`src/source/rp_pkg.sv`:
```
// shared definitions for the analog front end
// sample, calibration and PDM types plus their widths
// used by the calibration, PDM and top-level blocks

package rp_pkg;

  //////////////////////////////////////////////////////////////////////
  // widths and constants
  //////////////////////////////////////////////////////////////////////

  // ADC and DAC sample width
  localparam int unsigned SMP_W = 14;

  // calibration gain width, unity gain is 1 << CAL_SHIFT
  localparam int unsigned CAL_MUL_W = 16;

  // product scaling back to sample range
  localparam int unsigned CAL_SHIFT = 14;

  // PDM density width and modulus
  localparam int unsigned PDM_W = 8;
  localparam int unsigned PDM_RNG = 255;

  //////////////////////////////////////////////////////////////////////
  // types
  //////////////////////////////////////////////////////////////////////

  // signed sample on ADC and DAC streams
  typedef logic signed [SMP_W-1:0] smp_t;

  // calibration gain, 16384 is 1.0
  typedef logic signed [CAL_MUL_W-1:0] cal_mul_t;

  // calibration offset, same range as a sample
  typedef logic signed [SMP_W-1:0] cal_sum_t;

  // PDM density setting
  typedef logic [PDM_W-1:0] pdm_t;

endpackage : rp_pkg

```
`src/source/analog_frontend_top.sv`:
```
// analog front end, top level
// ADC capture with sign conversion, optional digital loopback,
// gain/offset calibration in both directions, DAC code formatting,
// auxiliary PDM outputs and a debounced trigger from expansion pin 0

`timescale 1ns/1ns

module analog_frontend_top import rp_pkg::*; #(
  parameter int unsigned MNA     = 2,
  parameter int unsigned PDM_CHN = 4,
  parameter int unsigned DEB_CW  = 20,
  parameter int unsigned DEB_LEN = 62500
) (
  input  logic                           adc_clk,
  input  logic                           top_rst,
  // ADC, sample in bits 15..2
  input  logic     [MNA-1:0][16-1:0]     adc_dat_i,
  // samples to generate
  input  smp_t     [MNA-1:0]             gen_dat_i,
  input  logic                           digital_loop_i,
  // calibration
  input  cal_mul_t [MNA-1:0]             adc_cfg_mul_i,
  input  cal_sum_t [MNA-1:0]             adc_cfg_sum_i,
  input  cal_mul_t [MNA-1:0]             dac_cfg_mul_i,
  input  cal_sum_t [MNA-1:0]             dac_cfg_sum_i,
  // PDM densities
  input  pdm_t     [PDM_CHN-1:0]         pdm_cfg_i,
  // expansion pin 0
  input  logic                           exp_i,
  // calibrated ADC stream
  output smp_t     [MNA-1:0]             osc_dat_o,
  // DAC codes, one port per channel
  output logic     [MNA-1:0][SMP_W-1:0]  dac_dat_o,
  output logic     [PDM_CHN-1:0]         dac_pwm_o,
  output logic                           trg_pos_o,
  output logic                           trg_neg_o
);

  //////////////////////////////////////////////////////////////////////
  // ADC and DAC channels
  //////////////////////////////////////////////////////////////////////

  for (genvar i = 0; i < MNA; i++) begin : g_ch

    smp_t adc_raw_q;
    smp_t adc_cal_in;
    smp_t dac_cal;

    // offset binary to two's complement, inverted slope
    // low two bits unused by the 14-bit converter
    always_ff @(posedge adc_clk, posedge top_rst) begin
      if (top_rst) begin
        adc_raw_q <= '0;
      end else begin
        adc_raw_q <= {adc_dat_i[i][15], ~adc_dat_i[i][14:2]};
      end
    end

    // loopback takes calibrated DAC data before formatting
    assign adc_cal_in = digital_loop_i ? dac_cal : adc_raw_q;

    linear_cal #(
      .SMP_T (smp_t)
    ) linear_adc (
      .adc_clk   (adc_clk),
      .top_rst   (top_rst),
      .sti_dat_i (adc_cal_in),
      .cfg_mul_i (adc_cfg_mul_i[i]),
      .cfg_sum_i (adc_cfg_sum_i[i]),
      .sto_dat_o (osc_dat_o[i])
    );

    linear_cal #(
      .SMP_T (smp_t)
    ) linear_dac (
      .adc_clk   (adc_clk),
      .top_rst   (top_rst),
      .sti_dat_i (gen_dat_i[i]),
      .cfg_mul_i (dac_cfg_mul_i[i]),
      .cfg_sum_i (dac_cfg_sum_i[i]),
      .sto_dat_o (dac_cal)
    );

    // signed to DAC code, negative slope
    always_ff @(posedge adc_clk, posedge top_rst) begin
      if (top_rst) begin
        dac_dat_o[i] <= '0;
      end else begin
        dac_dat_o[i] <= {dac_cal[SMP_W-1], ~dac_cal[SMP_W-2:0]};
      end
    end

  end : g_ch

  //////////////////////////////////////////////////////////////////////
  // auxiliary outputs and trigger
  //////////////////////////////////////////////////////////////////////

  pdm_dac #(
    .PDM_CHN (PDM_CHN)
  ) pdm (
    .adc_clk   (adc_clk),
    .top_rst   (top_rst),
    .pdm_cfg_i (pdm_cfg_i),
    .pdm_o     (dac_pwm_o)
  );

  // default settle is 0.5 ms at 125 MHz
  debounce_fsm #(
    .DEB_CW  (DEB_CW),
    .DEB_LEN (DEB_LEN)
  ) debounce (
    .adc_clk   (adc_clk),
    .top_rst   (top_rst),
    .d_i       (exp_i),
    .trg_pos_o (trg_pos_o),
    .trg_neg_o (trg_neg_o)
  );

endmodule : analog_frontend_top

```
`src/source/debounce_fsm.sv`:
```
// edge trigger debouncer
// two-flop synchronizer followed by a stable/settling state machine
// a level change is accepted only after it holds for the settle time
// the accepted edge is reported as a one-cycle pulse

`timescale 1ns/1ns

module debounce_fsm #(
  parameter int unsigned DEB_CW  = 20,
  parameter int unsigned DEB_LEN = 62500
) (
  input  logic adc_clk,
  input  logic top_rst,
  input  logic d_i,
  output logic trg_pos_o,
  output logic trg_neg_o
);

  typedef enum logic {
    ST_STABLE,
    ST_SETTLE
  } deb_state_t;

  deb_state_t  state_q;
  logic [1:0]  sync_q;
  logic        din;
  logic        lvl_q;
  logic        load;
  logic        stop;
  logic        done;
  logic        flip;

  //////////////////////////////////////////////////////////////////////
  // synchronizer
  //////////////////////////////////////////////////////////////////////

  always_ff @(posedge adc_clk, posedge top_rst) begin
    if (top_rst) begin
      sync_q <= '0;
    end else begin
      sync_q <= {sync_q[0], d_i};
    end
  end

  assign din = sync_q[1];

  //////////////////////////////////////////////////////////////////////
  // state machine
  //////////////////////////////////////////////////////////////////////

  // start timing on a change, drop it on a bounce back
  assign load = (state_q == ST_STABLE) && (din != lvl_q);
  assign stop = (state_q == ST_SETTLE) && (din == lvl_q);
  // held through the whole interval
  assign flip = (state_q == ST_SETTLE) && (din != lvl_q) && done;

  always_ff @(posedge adc_clk, posedge top_rst) begin
    if (top_rst) begin
      state_q   <= ST_STABLE;
      lvl_q     <= 1'b0;
      trg_pos_o <= 1'b0;
      trg_neg_o <= 1'b0;
    end else begin
      // edge pulses, direction from the old level
      trg_pos_o <= flip && !lvl_q;
      trg_neg_o <= flip && lvl_q;
      if (flip) begin
        lvl_q <= ~lvl_q;
      end
      case (state_q)
        ST_STABLE: if (load) state_q <= ST_SETTLE;
        ST_SETTLE: if (stop || flip) state_q <= ST_STABLE;
        default:   state_q <= ST_STABLE;
      endcase
    end
  end

  debounce_timer #(
    .DEB_CW (DEB_CW)
  ) timer (
    .adc_clk (adc_clk),
    .top_rst (top_rst),
    .load_i  (load),
    .stop_i  (stop),
    .len_i   (DEB_CW'(DEB_LEN)),
    .done_o  (done)
  );

endmodule : debounce_fsm

```
`src/source/debounce_timer.sv`:
```
// debounce settle timer
// loadable down-counter, done pulses for one cycle on the last count

`timescale 1ns/1ns

module debounce_timer #(
  parameter int unsigned DEB_CW = 20
) (
  input  logic              adc_clk,
  input  logic              top_rst,
  input  logic              load_i,
  input  logic              stop_i,
  input  logic [DEB_CW-1:0] len_i,
  output logic              done_o
);

  // zero means idle
  logic [DEB_CW-1:0] cnt_q;

  // load wins over stop, counting only while nonzero
  always_ff @(posedge adc_clk, posedge top_rst) begin
    if (top_rst) begin
      cnt_q <= '0;
    end else if (load_i) begin
      cnt_q <= len_i;
    end else if (stop_i) begin
      cnt_q <= '0;
    end else if (cnt_q != '0) begin
      cnt_q <= cnt_q - 1'b1;
    end
  end

  // last count of a running interval
  assign done_o = (cnt_q == DEB_CW'(1));

endmodule : debounce_timer

```
`src/source/linear_cal.sv`:
```
// linear calibration stage
// multiplies a sample by a gain, scales the product back, adds an
// offset and saturates to the payload range
// two pipeline stages, one sample accepted per clock

`timescale 1ns/1ns

module linear_cal import rp_pkg::*; #(
  parameter type SMP_T = smp_t
) (
  input  logic     adc_clk,
  input  logic     top_rst,
  input  SMP_T     sti_dat_i,
  input  cal_mul_t cfg_mul_i,
  input  cal_sum_t cfg_sum_i,
  output SMP_T     sto_dat_o
);

  // payload, product and sum widths
  localparam int DW = $bits(SMP_T);
  localparam int PW = DW + CAL_MUL_W;
  localparam int SW = PW + 1;

  // saturation limits in sum width
  localparam logic signed [SW-1:0] SAT_MAX = SW'(2 ** (DW - 1) - 1);
  localparam logic signed [SW-1:0] SAT_MIN = SW'(-(2 ** (DW - 1)));

  logic signed [PW-1:0] mul_q;
  cal_sum_t             sum_q;
  logic signed [SW-1:0] shf;
  logic signed [SW-1:0] sum;
  logic        [DW-1:0] sat;

  // stage 1, product register
  // offset travels with its sample
  always_ff @(posedge adc_clk, posedge top_rst) begin
    if (top_rst) begin
      mul_q <= '0;
      sum_q <= '0;
    end else begin
      mul_q <= $signed(sti_dat_i) * cfg_mul_i;
      sum_q <= cfg_sum_i;
    end
  end

  // arithmetic shift keeps the sign
  assign shf = mul_q >>> CAL_SHIFT;
  assign sum = shf + sum_q;

  // clamp to payload range
  always_comb begin
    if (sum > SAT_MAX) begin
      sat = SAT_MAX[DW-1:0];
    end else if (sum < SAT_MIN) begin
      sat = SAT_MIN[DW-1:0];
    end else begin
      sat = sum[DW-1:0];
    end
  end

  // stage 2, sum and saturate register
  always_ff @(posedge adc_clk, posedge top_rst) begin
    if (top_rst) begin
      sto_dat_o <= '0;
    end else begin
      sto_dat_o <= sat;
    end
  end

endmodule : linear_cal

```
`src/source/pdm_dac.sv`:
```
// pulse density modulators for the auxiliary analog outputs
// first order, one accumulator per channel, modulus PDM_RNG
// output density equals setting / PDM_RNG

`timescale 1ns/1ns

module pdm_dac import rp_pkg::*; #(
  parameter int unsigned PDM_CHN = 4
) (
  input  logic                     adc_clk,
  input  logic                     top_rst,
  input  pdm_t       [PDM_CHN-1:0] pdm_cfg_i,
  output logic       [PDM_CHN-1:0] pdm_o
);

  // modulus in sum width
  localparam logic [PDM_W:0] RNG = (PDM_W + 1)'(PDM_RNG);

  for (genvar i = 0; i < PDM_CHN; i++) begin : g_chn

    // accumulator stays below RNG
    logic [PDM_W-1:0] acc_q;
    // one extra bit for the carry
    logic [PDM_W:0]   sum;

    assign sum = acc_q + pdm_cfg_i[i];

    // wrap and emit a one on overflow
    always_ff @(posedge adc_clk, posedge top_rst) begin
      if (top_rst) begin
        acc_q    <= '0;
        pdm_o[i] <= 1'b0;
      end else if (sum >= RNG) begin
        acc_q    <= PDM_W'(sum - RNG);
        pdm_o[i] <= 1'b1;
      end else begin
        acc_q    <= sum[PDM_W-1:0];
        pdm_o[i] <= 1'b0;
      end
    end

  end : g_chn

endmodule : pdm_dac

```
`config.mk`:
```
export PLATFORM = sky130hd
export DESIGN_NAME = analog_frontend_top
export DESIGN_NICKNAME = d
export VERILOG_FILES = /design/src/source/rp_pkg.sv /design/src/source/analog_frontend_top.sv /design/src/source/debounce_fsm.sv /design/src/source/debounce_timer.sv /design/src/source/linear_cal.sv /design/src/source/pdm_dac.sv
export SDC_FILE = /design/constraint.sdc
export NUM_CORES = 2
export LEC_CHECK = 0
export BUFFER_PORTS_ARGS = -buffer_cell sky130_fd_sc_hd__buf_4
export CAP_MARGIN = 0
export CORE_ASPECT_RATIO = 1.5
export CORE_UTILIZATION = 35
export DETAILED_ROUTE_END_ITERATION = 7
export SETUP_SLACK_MARGIN = 0.1
export SLEW_MARGIN = 30
export SYNTH_ARGS = -nofsm -noshare
export SYNTH_HDL_FRONTEND = slang
export SYNTH_HIERARCHICAL = 1
export SYNTH_SLANG_ARGS = --single-unit
```
`constraint.sdc`:
```
create_clock -name adc_clk -period 7.2 [get_ports adc_clk]
set_input_delay 1.44 -clock adc_clk [delete_from_list [all_inputs] [get_ports adc_clk]]
set_output_delay 1.44 -clock adc_clk [all_outputs]
set_load 0.05 [all_outputs]
```
Word level (Yosys, flattened, before mapping):

Cells that the tools add are included.

* word-level logic and storage cells: 102
* bits of input ports: 216
* output and inout port bits: 62
* flip-flop bits (word level): 350

* bitwise operators: 6
* equality and inequality tests: 3
* $mul: 4
* add/subtract/negate cells: 13
* multiplexer cells: 24
* $lt $le $gt $ge: 12
* reductions and logical operators: 10

Operator list (number)
* $mux 14: 10
* $gt 31x14->1 const B: 4
* $lt 31x14->1 const B: 4
* $mul 14x16->30: 4
* $add 16x14->17: 4
* $mux 20: 3
* $not 13->13: 4
* $add 8x8->9: 4
* $ge 9x8->1 const B: 4
* $mux 8: 4
* $sub 8x8->8 const B: 4
* $eq 20x1->1 const B: 1
* $reduce_bool 20->1: 1
* $sub 20x1->20 const B: 1
* $logic_and 1x1->1: 6
* $mux 1: 6
* $reduce_bool 3->1: 1
* $not 1->1: 2
* $pmux 1 s2: 1
* $eq 1x1->1: 1
* $logic_not 1->1: 1
* $logic_or 1x1->1: 1
* $ne 1x1->1: 1

Longest topological paths before layout:

* depth in word-level cells: 6
* gate-level depth with buffers: 26
* depth with buffers taken out: 23

Hierarchy:

The synthesis kept the hierarchy.

By module, submodules not included
* linear_cal at g_ch[1].linear_dac: times used 1, cells each 1037, sequential area each 1101.1 µm², area each 10035.9 µm²
* linear_cal at g_ch[0].linear_dac: times used 1, cells each 1047, sequential area each 1101.1 µm², area each 10032.1 µm²
* linear_cal at g_ch[1].linear_adc: times used 1, cells each 1020, sequential area each 1101.1 µm², area each 10010.9 µm²
* linear_cal at g_ch[0].linear_adc: times used 1, cells each 1039, sequential area each 1101.1 µm², area each 9988.3 µm²
* pdm_dac: times used 1, cells each 362, sequential area each 900.9 µm², area each 3378.2 µm²
* analog_frontend_top: times used 1, cells each 140, sequential area each 1401.3 µm², area each 2042.0 µm²
* debounce_timer: times used 1, cells each 139, sequential area each 500.5 µm², area each 1255.0 µm²
* debounce_fsm: times used 1, cells each 17, sequential area each 150.1 µm², area each 221.5 µm²

Least setup slack after synthesis:

OpenSTA, ideal clock, no wires.

* path type: input -> register
* start: input port digital_loop_i
* end: register g_ch[0].linear_adc.mul_q[24]
* setup time: 124 ps
* stages on the path: 23
* buffers on the path: 3
* required time: 7076 ps
* path slack: -247 ps
* data arrival time: 7324 ps
* cell sequence: buf_6 buf_12 mux2_4 clkbuf_1 nand2_1 fa_1 fa_1 fa_1 inv_1 fa_1 fa_1 inv_1 fa_1 inv_1 ha_1 a2111oi_0 o21ai_0 a211oi_1 a2111oi_2 a21o_1 a21o_1 and4_1 a211o_1

* longest elaborated chain between the ends: 2

RTL lines
* from (decl): RTL line analog_frontend_top.sv:20 `input logic digital_loop_i,`
* $mux 14: RTL line analog_frontend_top.sv:60 `assign adc_cal_in = digital_loop_i ? dac_cal : adc_raw_q;`
* net g_ch[0].adc_cal_in[10]: RTL line analog_frontend_top.sv:46 `smp_t adc_cal_in;`
* $mul 14x16->30: RTL line linear_cal.sv:41 `mul_q <= $signed(sti_dat_i) * cfg_mul_i;`
* to (signal assigned): RTL line linear_cal.sv:41
* to (decl): RTL line linear_cal.sv:28 `logic signed [PW-1:0] mul_q;`

The timed path passes the listed nets, and every way through them passes these cells.
A chain may end at the register's enable or synchronous reset.

Worst setup path after layout:

* start: input port digital_loop_i
* end: register g_ch[1].linear_adc.mul_q[28]

* longest elaborated chain between the ends: 2

RTL lines (RTL line)
* $mux 14: analog_frontend_top.sv:60
* net g_ch[1].adc_cal_in[4]: analog_frontend_top.sv:46
* $mul 14x16->30: linear_cal.sv:41
* to (signal assigned): linear_cal.sv:41
* to (decl): linear_cal.sv:28

The timed path passes the listed nets, and every way through them passes these cells.

==> flow_metrics.env <==
export IMPL_rows=164
export IMPL_drive_above_1_share_pct=14.61
export IMPL_grt_overflow=0
export IMPL_dp_hpwl_um=99220
export IMPL_reg2reg_slack_ns=0.82
export IMPL_htreeDepth=2
export IMPL_synth_common_cells="inv_1, fa_1, and2_1"
export IMPL_synth_area_leader_cell="fa_1"
export IMPL_path_class="in2reg"
export IMPL_grt_start_max_net_pins=45
export IMPL_grt_pass1_wl_um=192000
export IMPL_yosysSeqAreaShare_pct=15.67
export IMPL_grt_pass1_vias=37470
export IMPL_synth_ff_type="dfrtp_1"
export IMPL_crit_fanout=8
export IMPL_place_congestion=0.8674
export IMPL_ys_types=120
export IMPL_die_x_um=301.1
export IMPL_track_usage_pct=17.94
export IMPL_fin_skew_ns=0.02572
export IMPL_synth_top_area_share_pct=37.51
export IMPL_worst_slew_pin_slew_ns=0.8782
export IMPL_antenna_found_initial=7
export IMPL_cp_common_cell="fa_1"
export IMPL_crit_path_max_incr_delay_ns=0.56
export IMPL_die_area_um2=135700
export IMPL_status="complete, but fails checks"
export IMPL_synthMuxAreaShare_pct=1.180
export IMPL_r2r_start="g_ch[0].linear_dac/sto_dat_o[4]"
export IMPL_port_buffers=273
export IMPL_wire_per_inst_um=17.06
export IMPL_vias=33670
export IMPL_synth_fa_ha_area_share_pct=47.50
export IMPL_start_kind="primary input"
export IMPL_slew_viol_final=0
export IMPL_die_height_um=450.6
export IMPL_synth_warnings=6
export IMPL_syn_area_um2=46960
export IMPL_finalSetupViolations=0
export IMPL_violations="design-rule violations"
export IMPL_hold_buffers=0
export IMPL_clk_pin_slew_ns=0.06
export IMPL_cap_violations=0
export IMPL_reg2regPathDepth=24
export IMPL_synth_xor_area_share_pct=3.258
export IMPL_wirelength_um=119400
export IMPL_startpoint="digital_loop_i"
export IMPL_synth_compound_area_share_pct=7.931
export IMPL_cp_cell_sequence="buf_12 -> buf_12 -> buf_12 -> mux2_4 -> and2_4 -> fa_1 -> inv_2 -> fa_1 -> inv_2 -> fa_1 -> fa_1 -> fa_1 -> inv_2 -> fa_1 -> inv_2 -> ha_4 -> a21oi_4 -> o22ai_2 -> o21a_1 -> and3_4 -> o31ai_4 -> a21boi_2 -> o41ai_4 -> a2111oi_2"
export IMPL_vias_per_cell=4.808
export IMPL_root_buffer="clkbuf_16"
export IMPL_initial_core_util_pct=35.27
export IMPL_critPathArrivalTime_ns=7.42
export IMPL_yosysMostFrequentCell="inv_1"
export IMPL_postRouteAntennaNets=0
export IMPL_fin_crit_sh_pct=97.47
export IMPL_required_ns=7.60
export IMPL_final_nets=6702
export IMPL_numCtsBuffers=36
export IMPL_synth_edf_count=0
export IMPL_fmax_ghz=0.1425
export IMPL_synth_cells=4801
export IMPL_first_iter_violations=1248
export IMPL_avgSynthCellArea_um2=9.782
export IMPL_clock_path_buffers=3
export IMPL_dr_pass1_iters=7
export IMPL_pin_count=278
export IMPL_drc_errors=98
export IMPL_min_from="debounce/sync_q[0]"
export IMPL_fp_coreArea_um2=133200
export IMPL_crit_path_end_kind="flop"
export IMPL_hp_class="reg2reg"
export IMPL_synth_top_cells_by_area="fa_1, dfrtp_1, ha_1"
export IMPL_place_area_um2=52530
export IMPL_stdcell_area_um2=54140
export IMPL_hold_viol_final=0
export IMPL_maxSlewHeadroom_pct=41.24
export IMPL_synthSimpleGateAreaFrac_pct=14.78
export IMPL_crit_slowest_cell="fa_1"
export IMPL_rsz0062_at_grt="yes"
export IMPL_clkLatencyLatePin_ns=0.56
export IMPL_synthArstFlopShare_pct=100.0
export IMPL_clock_sinks=294
export IMPL_reg2reg_to="g_ch[0].linear_adc/mul_q[24]"
export IMPL_ys_ff_latch=294
export IMPL_cts_tree="yes"
export IMPL_area_growth_pct=15.28
export IMPL_crit_end="g_ch[1].linear_adc/mul_q[28]"
export IMPL_synth_top_family_by_area="adder cells"
export IMPL_min_period_ns=7.018
kinds of logic (layout without fill, tap and decap cells):
logic type / count (synthesis) / in the layout
adder cells (fa/ha/maj): 1255 / 1255
flip-flops: 294 / 294
AND/OR/NAND/NOR: 1327 / 1327
AO/OA/AOI/OAI: 520 / 520
XOR/XNOR: 173 / 173
other: 2 / 24
multiplexers: 42 / 48
buffers and inverters: 1188 / 1618
worst min-delay path by stage:
stage / to / slack (ns) / cells past startpoint
6_report: debounce/sync_q[1] / 0.35 / 0
5_1_grt: debounce/sync_q[1] / 0.36 / 0
4_1_cts: debounce/sync_q[1] / 0.35 / 0
3_5_place_dp: debounce/sync_q[1] / 0.34 / 0
3_3_place_gp: debounce/sync_q[1] / 0.34 / 0
2_1_floorplan: debounce/sync_q[1] / 0.33 / 0
metal layers:
metal | wire length (µm) | global-route usage (%) | part of all wire, %
met1 | 46930 | 20.65 | 39
met4 | 4207 | 6.202 | 3.5
met3 | 3604 | 1.489 | 3.0
met5 | 0 | 0 | 0
met2 | 64700 | 34.17 | 54
flip-flops by register name, summed over array words and instances (netlist names), 2 cells and up:
signal                     count
pdm/g_chn.acc_q               32
g_ch.linear_dac/sto_dat_o     28
debounce/sync_q                2
g_ch.linear_adc/mul_q         32
debounce/timer/cnt_q          20
pdm/pdm_o                      4
g_ch.adc_raw_q                28
g_ch.linear_dac/sum_q         28
g_ch.linear_adc/sum_q         28
g_ch.linear_adc/sto_dat_o     28
g_ch.linear_dac/mul_q         32
dac_dat_o                     28
placed cells by master, fill, tap and decap left out, types with 10 or more instances in the layout:
master        n
xnor2_1     118
a21o_1       45
dfrtp_1     294
ha_1        365
mux2_4       24
inv_2        12
nor2b_1      19
a211oi_1     15
nand2_1     428
nor3_1       32
nand4_1      21
and3_1       24
a211o_1      10
buf_4       491
and2_1      475
o21ai_0      61
mux2_2       17
a21oi_1     142
or3_1        10
xor2_1       52
o21ai_2      11
nor2_1      147
o21ai_1      35
fa_1        867
conb_1       22
nand2b_1     29
fa_2         13
a31oi_1      15
inv_1      1032
o21a_1       23
nand3_1      55
clkbuf_16    37
o211ai_1     16
area by class of cell:
cell class	count	area, µm²
Antenna cell	2	5.005
Clock buffer	44	982.2
Clock inverter	20	198.9
Fill cell	13150	79030
Inverter	1048	3939
Multi-Input combinational cell	3345	35530
Sequential cell	294	7357
Tap cell	1743	2181
Timing Repair Buffer	506	3945
through the flow:
step	util [%]	instances	TNS, ns	hold slack, ns	setup WS (ns)
after floorplan	-	4821	0	0.3312	0.04901
after global placement	39.44	6919	-9.979	0.3379	-0.5661
after detailed placement	39.44	6919	-11.01	0.3372	-0.5708
after CTS	40.40	6986	0	0.3528	0.05941
after global routing	40.65	7001	0	0.3608	0.01240
final	40.65	7002	0	0.3502	0.1819
worst max-delay path: cells and delay by family:
kind	cells	cell delay, ns
fa+ha+maj	7	3.38
compound gates	7	1.29
buf+inv	7	0.56
simple gates	2	0.36
mux	1	0.35
timing repair:
item | 4_1_cts | 5_1_grt
buffers inserted | 2 | 8
cloned | 1 | 6
setup endpoints to repair | 4 | 16
resized for setup | 15 | 48
pin swaps | 4 | 26
endpoints found under the hold margin | 0 | 0
Power is not shown: default switching activity piles up to over one toggle a cycle in this logic, so the estimate is an artifact.
